--- src/design/lsu_settings.svh ---
`ifndef LSU_SETTINGS_SVH
`define LSU_SETTINGS_SVH

// register file and address width
`define LSU_XLEN 32
`define LSU_REG_W 5

// ------------------------------
// bus geometry, 64-bit AXI data path
// ------------------------------
`define LSU_BUS_W 64
`define LSU_STRB_W 8
`define LSU_BEAT_BYTES 8
// byte offset inside one beat
`define LSU_OFS_W 3
// AXI size field
`define LSU_SIZE_W 3

`endif

--- src/design/lsu_pkg.sv ---
package lsu_pkg;

	// memory opcodes, loads first then stores
	typedef enum logic [2:0] {
		LB  = 3'd0,
		LH  = 3'd1,
		LW  = 3'd2,
		LBU = 3'd3,
		LHU = 3'd4,
		SB  = 3'd5,
		SH  = 3'd6,
		SW  = 3'd7
	} lsu_op_e;

	// read FSM, RD_NEXT issues the second AR of a split load
	typedef enum logic [1:0] {
		RD_IDLE,
		RD_ADDR,
		RD_DATA,
		RD_NEXT
	} rd_state_e;

	// write FSM, WR_NEXT issues the second AW of a split store
	typedef enum logic [2:0] {
		WR_IDLE,
		WR_ADDR,
		WR_DATA,
		WR_RESP,
		WR_NEXT
	} wr_state_e;

endpackage

--- src/design/lsu_lane_plan.sv ---
`include "lsu_settings.svh"

module lsu_lane_plan import lsu_pkg::*; (
	input  lsu_op_e                  op,
	input  logic [`LSU_XLEN-1:0]     addr,
	input  logic [`LSU_XLEN-1:0]     wdata,
	output logic [`LSU_XLEN-1:0]     beat0_addr,
	output logic [`LSU_XLEN-1:0]     beat1_addr,
	output logic [`LSU_STRB_W-1:0]   beat0_strb,
	output logic [`LSU_STRB_W-1:0]   beat1_strb,
	output logic                     split,
	output logic [`LSU_BUS_W-1:0]    bus_wdata,
	output logic [`LSU_SIZE_W-1:0]   size
);

	logic [`LSU_OFS_W-1:0]      ofs;
	logic [3:0]                 byte_mask;
	logic [2*`LSU_STRB_W-1:0]   strb_wide;
	logic [`LSU_BUS_W-1:0]      data_wide;
	logic [2*`LSU_BUS_W-1:0]    data_dbl;
	logic [5:0]                 bit_ofs;

	assign ofs     = addr[`LSU_OFS_W-1:0];
	assign bit_ofs = {ofs, 3'b000};

	// ------------------------------
	// access width
	// ------------------------------
	always_comb begin
		case (op)
			LB, LBU, SB: begin
				byte_mask = 4'b0001;
				size      = 3'd0;
			end
			LH, LHU, SH: begin
				byte_mask = 4'b0011;
				size      = 3'd1;
			end
			default: begin
				byte_mask = 4'b1111;
				size      = 3'd2;
			end
		endcase
	end

	// ------------------------------
	// beat addresses
	// ------------------------------
	// both beats aligned to 8 bytes
	assign beat0_addr = {addr[`LSU_XLEN-1:`LSU_OFS_W], {`LSU_OFS_W{1'b0}}};
	assign beat1_addr = beat0_addr + `LSU_BEAT_BYTES;

	// ------------------------------
	// strobes
	// ------------------------------
	// mask placed at the byte offset, the upper half is what spills over
	assign strb_wide  = {{(2*`LSU_STRB_W-4){1'b0}}, byte_mask} << ofs;
	assign beat0_strb = strb_wide[`LSU_STRB_W-1:0];
	assign beat1_strb = strb_wide[2*`LSU_STRB_W-1:`LSU_STRB_W];
	assign split      = |beat1_strb;

	// ------------------------------
	// store data lanes
	// ------------------------------
	// rotate left across the beat, spilled bytes land in the low lanes
	// and go out with the second beat
	assign data_wide = {{(`LSU_BUS_W-`LSU_XLEN){1'b0}}, wdata};
	assign data_dbl  = {data_wide, data_wide} << bit_ofs;
	assign bus_wdata = data_dbl[2*`LSU_BUS_W-1:`LSU_BUS_W];

endmodule

--- src/design/lsu_req_stage.sv ---
`include "lsu_settings.svh"

module lsu_req_stage import lsu_pkg::*; (
	input  logic                     clock,
	input  logic                     reset,
	input  logic                     req_valid,
	input  lsu_op_e                  req_op,
	input  logic [`LSU_XLEN-1:0]     req_addr,
	input  logic [`LSU_XLEN-1:0]     req_wdata,
	input  logic [`LSU_REG_W-1:0]    req_rd,
	input  logic                     seq_done,
	output logic                     req_ready,
	output logic                     busy,
	output logic                     is_load,
	output lsu_op_e                  cur_op,
	output logic [`LSU_REG_W-1:0]    cur_rd,
	output logic [`LSU_OFS_W-1:0]    addr_low,
	output logic [`LSU_XLEN-1:0]     beat0_addr,
	output logic [`LSU_XLEN-1:0]     beat1_addr,
	output logic [`LSU_STRB_W-1:0]   beat0_strb,
	output logic [`LSU_STRB_W-1:0]   beat1_strb,
	output logic                     split,
	output logic [`LSU_BUS_W-1:0]    bus_wdata,
	output logic [`LSU_SIZE_W-1:0]   size
);

	logic                  accept;
	logic [`LSU_XLEN-1:0]  cur_addr;
	logic [`LSU_XLEN-1:0]  cur_wdata;

	// a new request may enter in the cycle the sequencer finishes
	assign req_ready = !busy || seq_done;
	assign accept    = req_valid && req_ready;

	always_ff @(posedge clock) begin
		if (reset) begin
			busy <= 1'b0;
		end else if (accept) begin
			busy <= 1'b1;
		end else if (seq_done) begin
			busy <= 1'b0;
		end
	end

	// held request
	always_ff @(posedge clock) begin
		if (accept) begin
			cur_op    <= req_op;
			cur_addr  <= req_addr;
			cur_wdata <= req_wdata;
			cur_rd    <= req_rd;
		end
	end

	assign is_load  = cur_op inside {LB, LH, LW, LBU, LHU};
	assign addr_low = cur_addr[`LSU_OFS_W-1:0];

	lsu_lane_plan u_lane_plan (
		.op         (cur_op),
		.addr       (cur_addr),
		.wdata      (cur_wdata),
		.beat0_addr (beat0_addr),
		.beat1_addr (beat1_addr),
		.beat0_strb (beat0_strb),
		.beat1_strb (beat1_strb),
		.split      (split),
		.bus_wdata  (bus_wdata),
		.size       (size)
	);

endmodule

--- src/design/lsu_read_seq.sv ---
`include "lsu_settings.svh"

module lsu_read_seq import lsu_pkg::*; (
	input  logic                     clock,
	input  logic                     reset,
	input  logic                     busy,
	input  logic                     is_load,
	input  logic [`LSU_XLEN-1:0]     beat0_addr,
	input  logic [`LSU_XLEN-1:0]     beat1_addr,
	input  logic                     split,
	input  logic [`LSU_SIZE_W-1:0]   size,
	input  logic                     arready,
	input  logic                     rvalid,
	input  logic [`LSU_BUS_W-1:0]    rdata,
	output logic                     arvalid,
	output logic [`LSU_XLEN-1:0]     araddr,
	output logic [`LSU_SIZE_W-1:0]   arsize,
	output logic                     rready,
	output logic                     seq_done,
	output logic                     merge_fire,
	output logic [`LSU_BUS_W-1:0]    beat0_data,
	output logic [`LSU_BUS_W-1:0]    beat1_data
);

	rd_state_e             state, next;
	logic                  second_q;
	logic                  r_fire;
	logic [`LSU_BUS_W-1:0] first_q;

	assign r_fire = (state == RD_DATA) && rvalid;

	always_ff @(posedge clock) begin
		if (reset) begin
			state <= RD_IDLE;
		end else begin
			state <= next;
		end
	end

	always_comb begin
		next = state;
		case (state)
			RD_IDLE: if (busy && is_load) next = RD_ADDR;
			RD_ADDR: if (arready) next = RD_DATA;
			RD_NEXT: if (arready) next = RD_DATA;
			RD_DATA: begin
				if (rvalid) begin
					next = (split && !second_q) ? RD_NEXT : RD_IDLE;
				end
			end
			default: next = RD_IDLE;
		endcase
	end

	// marks the second beat of a split load
	always_ff @(posedge clock) begin
		if (reset) begin
			second_q <= 1'b0;
		end else if (r_fire) begin
			second_q <= split && !second_q;
		end
	end

	// first beat kept until the second one arrives
	always_ff @(posedge clock) begin
		if (r_fire && !second_q) begin
			first_q <= rdata;
		end
	end

	assign arvalid = (state == RD_ADDR) || (state == RD_NEXT);
	assign araddr  = second_q ? beat1_addr : beat0_addr;
	assign arsize  = size;
	assign rready  = (state == RD_DATA);

	assign seq_done   = r_fire && (!split || second_q);
	assign merge_fire = seq_done;
	assign beat0_data = second_q ? first_q : rdata;
	assign beat1_data = rdata;

endmodule

--- src/design/lsu_write_seq.sv ---
`include "lsu_settings.svh"

module lsu_write_seq import lsu_pkg::*; (
	input  logic                     clock,
	input  logic                     reset,
	input  logic                     busy,
	input  logic                     is_load,
	input  logic [`LSU_XLEN-1:0]     beat0_addr,
	input  logic [`LSU_XLEN-1:0]     beat1_addr,
	input  logic [`LSU_STRB_W-1:0]   beat0_strb,
	input  logic [`LSU_STRB_W-1:0]   beat1_strb,
	input  logic                     split,
	input  logic [`LSU_SIZE_W-1:0]   size,
	input  logic [`LSU_BUS_W-1:0]    bus_wdata,
	input  logic                     awready,
	input  logic                     wready,
	input  logic                     bvalid,
	output logic                     awvalid,
	output logic [`LSU_XLEN-1:0]     awaddr,
	output logic [`LSU_SIZE_W-1:0]   awsize,
	output logic                     wvalid,
	output logic [`LSU_BUS_W-1:0]    wdata,
	output logic [`LSU_STRB_W-1:0]   wstrb,
	output logic                     wlast,
	output logic                     bready,
	output logic                     seq_done
);

	wr_state_e state, next;
	logic      second_q;
	logic      b_fire;

	assign b_fire = (state == WR_RESP) && bvalid;

	always_ff @(posedge clock) begin
		if (reset) begin
			state <= WR_IDLE;
		end else begin
			state <= next;
		end
	end

	// AW, then W, then B for each beat
	always_comb begin
		next = state;
		case (state)
			WR_IDLE: if (busy && !is_load) next = WR_ADDR;
			WR_ADDR: if (awready) next = WR_DATA;
			WR_NEXT: if (awready) next = WR_DATA;
			WR_DATA: if (wready) next = WR_RESP;
			WR_RESP: begin
				if (bvalid) begin
					next = (split && !second_q) ? WR_NEXT : WR_IDLE;
				end
			end
			default: next = WR_IDLE;
		endcase
	end

	// set while the second beat of a split store is on the bus
	always_ff @(posedge clock) begin
		if (reset) begin
			second_q <= 1'b0;
		end else if (b_fire) begin
			second_q <= split && !second_q;
		end
	end

	assign awvalid = (state == WR_ADDR) || (state == WR_NEXT);
	assign awaddr  = second_q ? beat1_addr : beat0_addr;
	assign awsize  = size;

	// same rotated data for both beats, strobes pick the lanes
	assign wvalid = (state == WR_DATA);
	assign wdata  = bus_wdata;
	assign wstrb  = second_q ? beat1_strb : beat0_strb;
	assign wlast  = wvalid;

	assign bready   = (state == WR_RESP);
	assign seq_done = b_fire && (!split || second_q);

endmodule

--- src/design/lsu_load_merge.sv ---
`include "lsu_settings.svh"

module lsu_load_merge import lsu_pkg::*; (
	input  logic                     clock,
	input  logic                     reset,
	input  logic                     merge_fire,
	input  lsu_op_e                  cur_op,
	input  logic [`LSU_REG_W-1:0]    cur_rd,
	input  logic [`LSU_OFS_W-1:0]    addr_low,
	input  logic [`LSU_BUS_W-1:0]    beat0_data,
	input  logic [`LSU_BUS_W-1:0]    beat1_data,
	output logic                     wb_valid,
	output logic [`LSU_REG_W-1:0]    wb_rd,
	output logic [`LSU_XLEN-1:0]     wb_data
);

	logic [2*`LSU_BUS_W-1:0] joined;
	logic [2*`LSU_BUS_W-1:0] shifted;
	logic [`LSU_XLEN-1:0]    picked;
	logic [`LSU_XLEN-1:0]    load_val;

	// second beat sits above the first, little endian
	assign joined  = {beat1_data, beat0_data};
	assign shifted = joined >> {addr_low, 3'b000};
	assign picked  = shifted[`LSU_XLEN-1:0];

	always_comb begin
		case (cur_op)
			LB:      load_val = {{24{picked[7]}}, picked[7:0]};
			LH:      load_val = {{16{picked[15]}}, picked[15:0]};
			LBU:     load_val = {24'b0, picked[7:0]};
			LHU:     load_val = {16'b0, picked[15:0]};
			default: load_val = picked;
		endcase
	end

	always_ff @(posedge clock) begin
		if (reset) begin
			wb_valid <= 1'b0;
		end else begin
			wb_valid <= merge_fire;
		end
	end

	// result register
	always_ff @(posedge clock) begin
		if (merge_fire) begin
			wb_data <= load_val;
			wb_rd   <= cur_rd;
		end
	end

endmodule

--- src/design/lsu_top.sv ---
`include "lsu_settings.svh"

module lsu_top import lsu_pkg::*; (
	input  logic                     clock,
	input  logic                     reset,
	// request side
	input  logic                     req_valid,
	input  lsu_op_e                  req_op,
	input  logic [`LSU_XLEN-1:0]     req_addr,
	input  logic [`LSU_XLEN-1:0]     req_wdata,
	input  logic [`LSU_REG_W-1:0]    req_rd,
	output logic                     req_ready,
	// write-back side
	output logic                     wb_valid,
	output logic [`LSU_REG_W-1:0]    wb_rd,
	output logic [`LSU_XLEN-1:0]     wb_data,
	output logic                     store_done,
	// AXI write channels
	output logic                     awvalid,
	input  logic                     awready,
	output logic [`LSU_XLEN-1:0]     awaddr,
	output logic [`LSU_SIZE_W-1:0]   awsize,
	output logic                     wvalid,
	input  logic                     wready,
	output logic [`LSU_BUS_W-1:0]    wdata,
	output logic [`LSU_STRB_W-1:0]   wstrb,
	output logic                     wlast,
	input  logic                     bvalid,
	output logic                     bready,
	input  logic [1:0]               bresp,
	// AXI read channels
	output logic                     arvalid,
	input  logic                     arready,
	output logic [`LSU_XLEN-1:0]     araddr,
	output logic [`LSU_SIZE_W-1:0]   arsize,
	input  logic                     rvalid,
	output logic                     rready,
	input  logic [`LSU_BUS_W-1:0]    rdata,
	input  logic [1:0]               rresp
);

	logic                    busy, is_load, split, seq_done;
	logic                    rd_done, wr_done, merge_fire;
	lsu_op_e                 cur_op;
	logic [`LSU_REG_W-1:0]   cur_rd;
	logic [`LSU_OFS_W-1:0]   addr_low;
	logic [`LSU_XLEN-1:0]    beat0_addr, beat1_addr;
	logic [`LSU_STRB_W-1:0]  beat0_strb, beat1_strb;
	logic [`LSU_BUS_W-1:0]   bus_wdata, beat0_data, beat1_data;
	logic [`LSU_SIZE_W-1:0]  size;

	// only one sequencer is active for a given request
	assign seq_done   = rd_done | wr_done;
	assign store_done = wr_done;

	lsu_req_stage u_req (
		.clock, .reset, .req_valid, .req_op, .req_addr, .req_wdata, .req_rd,
		.seq_done, .req_ready, .busy, .is_load, .cur_op, .cur_rd, .addr_low,
		.beat0_addr, .beat1_addr, .beat0_strb, .beat1_strb, .split,
		.bus_wdata, .size
	);

	lsu_read_seq u_rd (
		.clock, .reset, .busy, .is_load, .beat0_addr, .beat1_addr, .split,
		.size, .arready, .rvalid, .rdata, .arvalid, .araddr, .arsize,
		.rready, .seq_done(rd_done), .merge_fire, .beat0_data, .beat1_data
	);

	lsu_write_seq u_wr (
		.clock, .reset, .busy, .is_load, .beat0_addr, .beat1_addr,
		.beat0_strb, .beat1_strb, .split, .size, .bus_wdata, .awready,
		.wready, .bvalid, .awvalid, .awaddr, .awsize, .wvalid, .wdata,
		.wstrb, .wlast, .bready, .seq_done(wr_done)
	);

	lsu_load_merge u_merge (
		.clock, .reset, .merge_fire, .cur_op, .cur_rd, .addr_low,
		.beat0_data, .beat1_data, .wb_valid, .wb_rd, .wb_data
	);

endmodule

--- config.mk ---
export PLATFORM = sky130hd
export DESIGN_NAME = lsu_top
export DESIGN_NICKNAME = d
export VERILOG_FILES = /design/src/design/lsu_pkg.sv /design/src/design/lsu_lane_plan.sv /design/src/design/lsu_req_stage.sv /design/src/design/lsu_read_seq.sv /design/src/design/lsu_write_seq.sv /design/src/design/lsu_load_merge.sv /design/src/design/lsu_top.sv
export VERILOG_INCLUDE_DIRS = /design/src /design/src/design
export SDC_FILE = /design/constraint.sdc
export NUM_CORES = 1
export LEC_CHECK = 0
export ABC_AREA = 1
export BUFFER_PORTS_ARGS = -buffer_cell sky130_fd_sc_hd__buf_2
export CAP_MARGIN = 20
export CORE_ASPECT_RATIO = 0.6
export CORE_MARGIN = 5
export CORE_UTILIZATION = 48
export DETAILED_ROUTE_END_ITERATION = 10
export GPL_ROUTABILITY_DRIVEN = 0
export MAX_ROUTING_LAYER = met4
export PLACE_DENSITY_LB_ADDON = 0.05
export SYNTH_ARGS = -nofsm -noshare
export SYNTH_HDL_FRONTEND = slang
export SYNTH_SLANG_ARGS = --single-unit
export TNS_END_PERCENT = 1
--- constraint.sdc ---
create_clock -name clock -period 4.55 [get_ports clock]
set_input_delay 0.6825 -clock clock [delete_from_list [all_inputs] [get_ports clock]]
set_output_delay 0.6825 -clock clock [all_outputs]
set_load 0.005 [all_outputs]
* Word level (Yosys, flattened, before mapping)
Index checks and enable logic that the tools add are counted.
Word-level totals: flip-flop bits (word level) 182, bits of input ports 148, output and inout port bits 188, word-level logic and storage cells 90
Operators by class: add/subtract/negate cells 1, equal/unequal tests 20, shifts and indexed selects 3, muxes and demuxes 20, bitwise logic cells 1, reduce and logical (&&, ||, !) cells 32
Operators by type and width (number):
- $pmux 32 s4 | 1
- $shl 96x6->128 | 1
- $shr 128x6->32 | 1
- $mux 32 | 2
- $mux 64 | 1
- $add 32x4->32 const B | 1
- $shl 4x3->16 | 1
- $mux 3 | 5
- $eq 3x2->1 const B | 4
- $eq 3x3->1 const B | 4
- $pmux 3 s4 | 1
- $logic_and 1x1->1 | 10
- $mux 2 | 4
- $mux 8 | 1
- $ne 2x1->1 const B | 4
- $pmux 4 s2 | 1
- $reduce_or 8->1 | 1
- $eq 3x1->1 const B | 2
- $logic_not 3->1 | 2
- $ne 2x2->1 const B | 3
- $pmux 2 s3 | 1
- $reduce_or 3->1 | 2
- $logic_not 1->1 | 5
- $logic_or 1x1->1 | 5
- other kinds (11) | 14

* Depth between registers and ports, before layout
word-level depth 12, gate-level depth with buffers 12, gate-level depth less buffers 11

* Modules after synthesis
Synthesis repeated with hierarchy kept, for this count alone.
Unflattened totals: cells, all modules 1868, area, all modules 13399.1 um^2
By module, submodules not included:
- lsu_read_seq | times used 1, cells each 476, area an instance 3844.9 um^2, sequential area each 1981.9 um^2
- lsu_load_merge | times used 1, cells each 528, area an instance 3449.6 um^2, sequential area each 1131.1 um^2
- lsu_lane_plan | times used 1, cells each 534, area an instance 2562.5 um^2, sequential area each 0.0 um^2
- lsu_req_stage | times used 1, cells each 82, area an instance 2237.1 um^2, sequential area each 2182.1 um^2
- lsu_write_seq | times used 1, cells each 245, area an instance 1293.7 um^2, sequential area each 80.1 um^2
- lsu_top | times used 1, cells each 3, area an instance 11.3 um^2, sequential area each 0.0 um^2

* Least setup slack after synthesis
Ideal clock, no wire load.
path type register -> register, from register u_rd.second_q, to register u_rd.first_q[0] (enable), library setup time 0.486 ns, data arrival time 3.752 ns, data required time 4.064 ns, path slack 0.311 ns, stages on the path, launching flop included 7, buffers on the path 5, clock period less this slack 4.239 ns, cell sequence dfxtp_1 buf_6 buf_6 buf_4 buf_2 buf_2 nor2_1
On the way: word-level cells in the longest chain between the ends 2
RTL lines:
- start: declaration | line lsu_read_seq.sv:26 | logic second_q;
- start signal: assignment | line lsu_read_seq.sv:60 | second_q <= split && !second_q;
- $logic_not 1->1 | line lsu_read_seq.sv:66 | if (r_fire && !second_q) begin
- $logic_and 1x1->1 | line lsu_read_seq.sv:66
- end signal: assignment | line lsu_read_seq.sv:67 | first_q <= rdata;
- end: declaration | line lsu_read_seq.sv:28 | logic [`LSU_BUS_W-1:0] first_q;
No other way between the ends. A chain may end at the register's enable or synchronous reset.

* Final worst setup path
from register u_req.cur_addr[1], to output wstrb[6]
On the way: word-level cells in the longest chain between the ends 2
RTL lines:
- start: declaration | line lsu_req_stage.sv:28 | logic [`LSU_XLEN-1:0] cur_addr;
- start signal: assignment | line lsu_req_stage.sv:49 | cur_addr <= req_addr;
- $shl 4x3->16 | line lsu_lane_plan.sv:57 | assign strb_wide = {{(2*`LSU_STRB_W-4){1'b0}}, byte_mask} << ofs;
- $mux 8 | line lsu_write_seq.sv:76 | assign wstrb = second_q ? beat1_strb : beat0_strb;
- end: declaration | line lsu_top.sv:26 | output logic [`LSU_STRB_W-1:0] wstrb,
No other way between the ends.

==> report_table.html <==
<table>
<tr><th>Metric</th><th>Value</th></tr>
<tr><th colspan="2">Status</th></tr>
<tr><td>Run status</td><td>completed</td></tr>
<tr><th colspan="2">Worst setup path</th></tr>
<tr><td>Crit path buffers/inverters</td><td>4</td></tr>
<tr><td>Critical Path Start Type</td><td>register</td></tr>
<tr><td>Data arrival time at the worst-slack endpoint</td><td>2.75 ns</td></tr>
<tr><td>Critical-path cell list</td><td>buf_4 -&gt; inv_2 -&gt; buf_4 -&gt; a31oi_1 -&gt; o32ai_1 -&gt; buf_2</td></tr>
<tr><td>Origin of the worst setup path</td><td>u_req.cur_addr[1]</td></tr>
<tr><td>Critical path endpoint category</td><td>output port</td></tr>
<tr><td>Maximum cell stage delay along the critical path</td><td>0.60 ns</td></tr>
<tr><td>Worst r2r src</td><td>u_req.cur_addr[1]</td></tr>
<tr><td>Critical path fanouts, max</td><td>51</td></tr>
<tr><td>Cell mode on critical path</td><td>sky130_fd_sc_hd__buf_4</td></tr>
<tr><td>Crit path required time</td><td>3.87 ns</td></tr>
<tr><td>Slowest stage cell, crit path</td><td>sky130_fd_sc_hd__inv_2</td></tr>
<tr><td>Category of cells accounting for the largest share of critical-path delay</td><td>buffers and inverters</td></tr>
<tr><td>Worst setup path category</td><td>register to output port</td></tr>
<tr><th colspan="2">Die</th></tr>
<tr><td>Standard-cell row count</td><td>43</td></tr>
<tr><td>Boundary Pins</td><td>336</td></tr>
<tr><td>Die span in y</td><td>128 µm</td></tr>
<tr><td>Full die area</td><td>26600 µm²</td></tr>
<tr><td>Effective utilization at floorplan</td><td>48.7%</td></tr>
<tr><td>Die Wd</td><td>207 µm</td></tr>
<tr><td>Core Area</td><td>23000 µm²</td></tr>
<tr><th colspan="2">Yosys</th></tr>
<tr><td>Syn_area_per_cell</td><td>7.97 µm²</td></tr>
<tr><td>Count of different cell masters after synthesis</td><td>52</td></tr>
<tr><td>Number of enable-type register cells in the synthesized netlist</td><td>173</td></tr>
<tr><td>Share of the synthesized area in the top cell type</td><td>46.4%</td></tr>
<tr><td>#FFs+latches synth</td><td>182</td></tr>
<tr><td>Summed instance area of the synthesized netlist</td><td>11200 µm²</td></tr>
<tr><td>Number of synthesis warnings</td><td>0</td></tr>
<tr><td>Most area-consuming cells after synthesis</td><td>sky130_fd_sc_hd__edfxtp_1 (46%), sky130_fd_sc_hd__nand2_1 (15%), sky130_fd_sc_hd__o21ai_0 (9.1%)</td></tr>
<tr><td>FFs w/ async S/R, synth</td><td>0%</td></tr>
<tr><td>Cell accounting for the most synthesized area</td><td>sky130_fd_sc_hd__edfxtp_1</td></tr>
<tr><td>Gate Count Post-Synth</td><td>1406</td></tr>
<tr><td>Most frequently used flop master after synthesis</td><td>sky130_fd_sc_hd__edfxtp_1</td></tr>
<tr><td>Post-synthesis sequential area ratio</td><td>48.0%</td></tr>
<tr><th colspan="2">Cells and area</th></tr>
<tr><td>Area growth from synthesis to final layout</td><td>20.1%</td></tr>
<tr><td>Finished layout cell area</td><td>13500 µm²</td></tr>
<tr><td>Share of cells above drive strength 1</td><td>24.3%</td></tr>
<tr><td>Total Nets Final</td><td>1817</td></tr>
<tr><td>Post-Route Utilization</td><td>58.4%</td></tr>
<tr><th colspan="2">Clocking</th></tr>
<tr><td>Clock Sink Count</td><td>182</td></tr>
<tr><td>TritonCTS clock tree</td><td>done</td></tr>
<tr><td>H-tree depth</td><td>4</td></tr>
<tr><td>CTS Root Buffer Type</td><td>sky130_fd_sc_hd__clkbuf_16</td></tr>
<tr><td>Post_cts resized</td><td>0</td></tr>
<tr><td>Clk_lat worst skew</td><td>0.45 ns</td></tr>
<tr><td>Worst-path clk slew</td><td>0.07 ns</td></tr>
<tr><td>Number of hold-repair buffers added at the cts stage</td><td>0</td></tr>
<tr><td>Maximum clock insertion buffer count</td><td>2</td></tr>
<tr><td>Post CTS Setup Buffer Count</td><td>0</td></tr>
<tr><td>TritonCTS Buffers</td><td>17</td></tr>
<tr><th colspan="2">Detailed routing</th></tr>
<tr><td>Violation count after the first detailed-route iteration</td><td>1425</td></tr>
<tr><td>Total via count after detailed routing</td><td>11000</td></tr>
<tr><td>Final antenna-violating net count</td><td>0</td></tr>
<tr><td>Number of design rule violations left after detail routing</td><td>0</td></tr>
<tr><td>Length of the first detailed-routing pass in iterations</td><td>7</td></tr>
<tr><td>Vias per cell</td><td>5.49</td></tr>
<tr><td>Total wire length after detailed routing</td><td>37400 µm</td></tr>
<tr><td>Average wire per cell in the routed design</td><td>18.7 µm</td></tr>
<tr><th colspan="2">Power</th></tr>
<tr><td>Power density of the placed cells</td><td>333 nW/µm²</td></tr>
<tr><td>Leakage power of the design</td><td>0.00583 µW</td></tr>
<tr><td>Worst VDD drop</td><td>0.261 mV</td></tr>
<tr><th colspan="2">Timing</th></tr>
<tr><td>Worst slew margin relative to its limit</td><td>37.4%</td></tr>
<tr><td>Share of the clock period used by the worst path after layout</td><td>75.5%</td></tr>
<tr><td>Minimum clock period after layout</td><td>3.44 ns</td></tr>
<tr><td>Fin Setup TNS</td><td>0 ns</td></tr>
<tr><td>Clock Skew</td><td>0.0103 ns</td></tr>
<tr><td>Max frequency</td><td>291 MHz</td></tr>
<tr><td>Final Max Slew Viols</td><td>0</td></tr>
<tr><td># setup viols final</td><td>0</td></tr>
<tr><td>Hold violation total from the final report</td><td>0</td></tr>
<tr><td>RSZ-0062 raised after global routing</td><td>false</td></tr>
<tr><td>Transition at the pin with the smallest max-transition slack</td><td>0.939 ns</td></tr>
<tr><th colspan="2">GRT</th></tr>
<tr><td>All-layer global routing usage</td><td>28.0%</td></tr>
<tr><td>Wire length of the first global-routing pass</td><td>56400 µm</td></tr>
<tr><td>Initial antenna violation count</td><td>5</td></tr>
<tr><td>Global route total overflow</td><td>0</td></tr>
<tr><td>Via count of the first global-routing pass</td><td>9874</td></tr>
<tr><td>Maximum number of pins on one net before global-route repair</td><td>90</td></tr>
<tr><th colspan="2">Placed design</th></tr>
<tr><td>Area after detailed placement</td><td>12800 µm²</td></tr>
<tr><td>Dpl hpwl</td><td>27200 µm</td></tr>
<tr><td>Number of buffer cells added on primary ports</td><td>323</td></tr>
<tr><th colspan="2">Min path</th></tr>
<tr><td>Hold path start</td><td>req_addr[27]</td></tr>
<tr><td>Hold Path Class</td><td>input port to register</td></tr>
<tr><th colspan="2">Run</th></tr>
<tr><td>Max-cap viol count</td><td>0</td></tr>
</table>
-- worst paths after layout --
kind | depth (start not counted) | slack [ns] | to
worst max-delay path | 6 | 1.11 | wstrb[6]
worst min-delay path | 1 | 0.41 | u_req.cur_addr[27]
worst max register to register | 8 | 1.57 | u_merge.wb_data[6]
worst min register to register | 0 | 0.42 | u_merge.wb_rd[3]
-- layout by cell type, fill, tap and decap left out, types with 12 or more instances in the layout --
cell type	n
sky130_fd_sc_hd__nand2_1	453
sky130_fd_sc_hd__buf_2	323
sky130_fd_sc_hd__o21ai_0	204
sky130_fd_sc_hd__edfxtp_1	173
sky130_fd_sc_hd__nor2_1	87
sky130_fd_sc_hd__nand3_1	80
sky130_fd_sc_hd__inv_1	66
sky130_fd_sc_hd__a21oi_1	43
sky130_fd_sc_hd__xor2_1	23
sky130_fd_sc_hd__o211ai_1	22
sky130_fd_sc_hd__o22ai_1	18
sky130_fd_sc_hd__clkbuf_16	17
sky130_fd_sc_hd__buf_4	17
sky130_fd_sc_hd__o21ai_1	12
sky130_fd_sc_hd__nand4_1	12
-- layer usage --
layer	GRT usage, %	wire length [µm]	vias to the layer above
met2	38.2	15500	622
met1	40.5	16800	5008
met5	-	0	-
li1	-	-	5302
met3	8.65	4250	67
met4	7.11	758	0
-- kinds of logic (layout without fill, tap and decap cells) --
kind of cell               Yosys count  after routing  share of synthesized area, %
buffers and inverters              183            451                          7.67
other                                1             14                        0.0335
and+or+nand+nor                    677            677                          25.5
muxes                                3              3                         0.268
adders and majority gates            1              1                         0.112
AOI/OAI and AO/OA                  331            331                          16.3
xor gates and xnor gates            28             28                          2.19
DFF                                182            182                          48.0
-- worst reg2reg max path, stage by stage (launching register included) --
cell	delay [ns]
sky130_fd_sc_hd__edfxtp_1	0.48
sky130_fd_sc_hd__buf_4	0.28
sky130_fd_sc_hd__inv_2	0.60
sky130_fd_sc_hd__nand2_1	0.15
sky130_fd_sc_hd__inv_1	0.14
sky130_fd_sc_hd__nor2_4	0.07
sky130_fd_sc_hd__nand3_2	0.10
sky130_fd_sc_hd__nand2_4	0.08
sky130_fd_sc_hd__inv_2	0.68
-- cells in the mapped netlist, types with 4 or more instances --
library cell               number
sky130_fd_sc_hd__o211ai_1      22
sky130_fd_sc_hd__xnor2_1        5
sky130_fd_sc_hd__nand2_2        5
sky130_fd_sc_hd__nor2_1        88
sky130_fd_sc_hd__buf_4         23
sky130_fd_sc_hd__xor2_1        23
sky130_fd_sc_hd__nand4_1       12
sky130_fd_sc_hd__clkbuf_1      33
sky130_fd_sc_hd__nand2_1      453
sky130_fd_sc_hd__o21ai_1       12
sky130_fd_sc_hd__a31oi_1       10
sky130_fd_sc_hd__inv_2          8
sky130_fd_sc_hd__nor2_2         5
sky130_fd_sc_hd__nor3_1         9
sky130_fd_sc_hd__buf_1         10
sky130_fd_sc_hd__o22ai_1       18
sky130_fd_sc_hd__edfxtp_1     173
sky130_fd_sc_hd__o21ai_0      204
sky130_fd_sc_hd__dfxtp_1        9
sky130_fd_sc_hd__a21oi_1       43
sky130_fd_sc_hd__buf_6          6
sky130_fd_sc_hd__nand3_1       80
sky130_fd_sc_hd__inv_1         68
sky130_fd_sc_hd__buf_2         33
sky130_fd_sc_hd__o311ai_0       4
sky130_fd_sc_hd__or2_1          4
-- area by class of cell --
cell class / instances / area [µm²]
diodes: 6 / 15.0
clock buffers: 23 / 478
clock inverters: 9 / 125
fillers: 2146 / 9570
inverters: 78 / 293
multi-input cells: 1048 / 5010
flip-flops and latches: 182 / 5380
well taps: 315 / 394
repair buffers: 341 / 1760
-- report_power, final --
group	total [µW]	internal (µW)	switching (µW)	leakage, µW
registers	2010	1950	62.3	0.00167
logic	925	330	595	0.00386
clock network	1550	904	644	0.000293
-- registers in the layout (all words and copies together), names as in the netlist, 2 cells and up --
signal           count
u_merge.wb_data     32
u_merge.wb_rd        5
u_rd.first_q        64
u_rd.state           2
u_req.cur_addr      32
u_req.cur_op         3
u_req.cur_rd         5
u_req.cur_wdata     32
u_wr.state           3
-- stage by stage --
| stage | cells | hold slack (ns) | power [µW] | setup WS [ns] |
|---|---|---|---|---|
| 5_1_grt | 2001 | 0.385 | 4700 | 0.920 |
| 3_5_place_dp | 1964 | 0.405 | 2960 | 1.58 |
| 6_report | 2002 | 0.407 | 4480 | 1.11 |
| 2_1_floorplan | 1413 | 0.400 | 2600 | 0.311 |
| 3_3_place_gp | 1964 | 0.403 | 2950 | 1.61 |
| 4_1_cts | 1996 | 0.386 | 4500 | 1.08 |
Power figures use the tool's default switching activity.
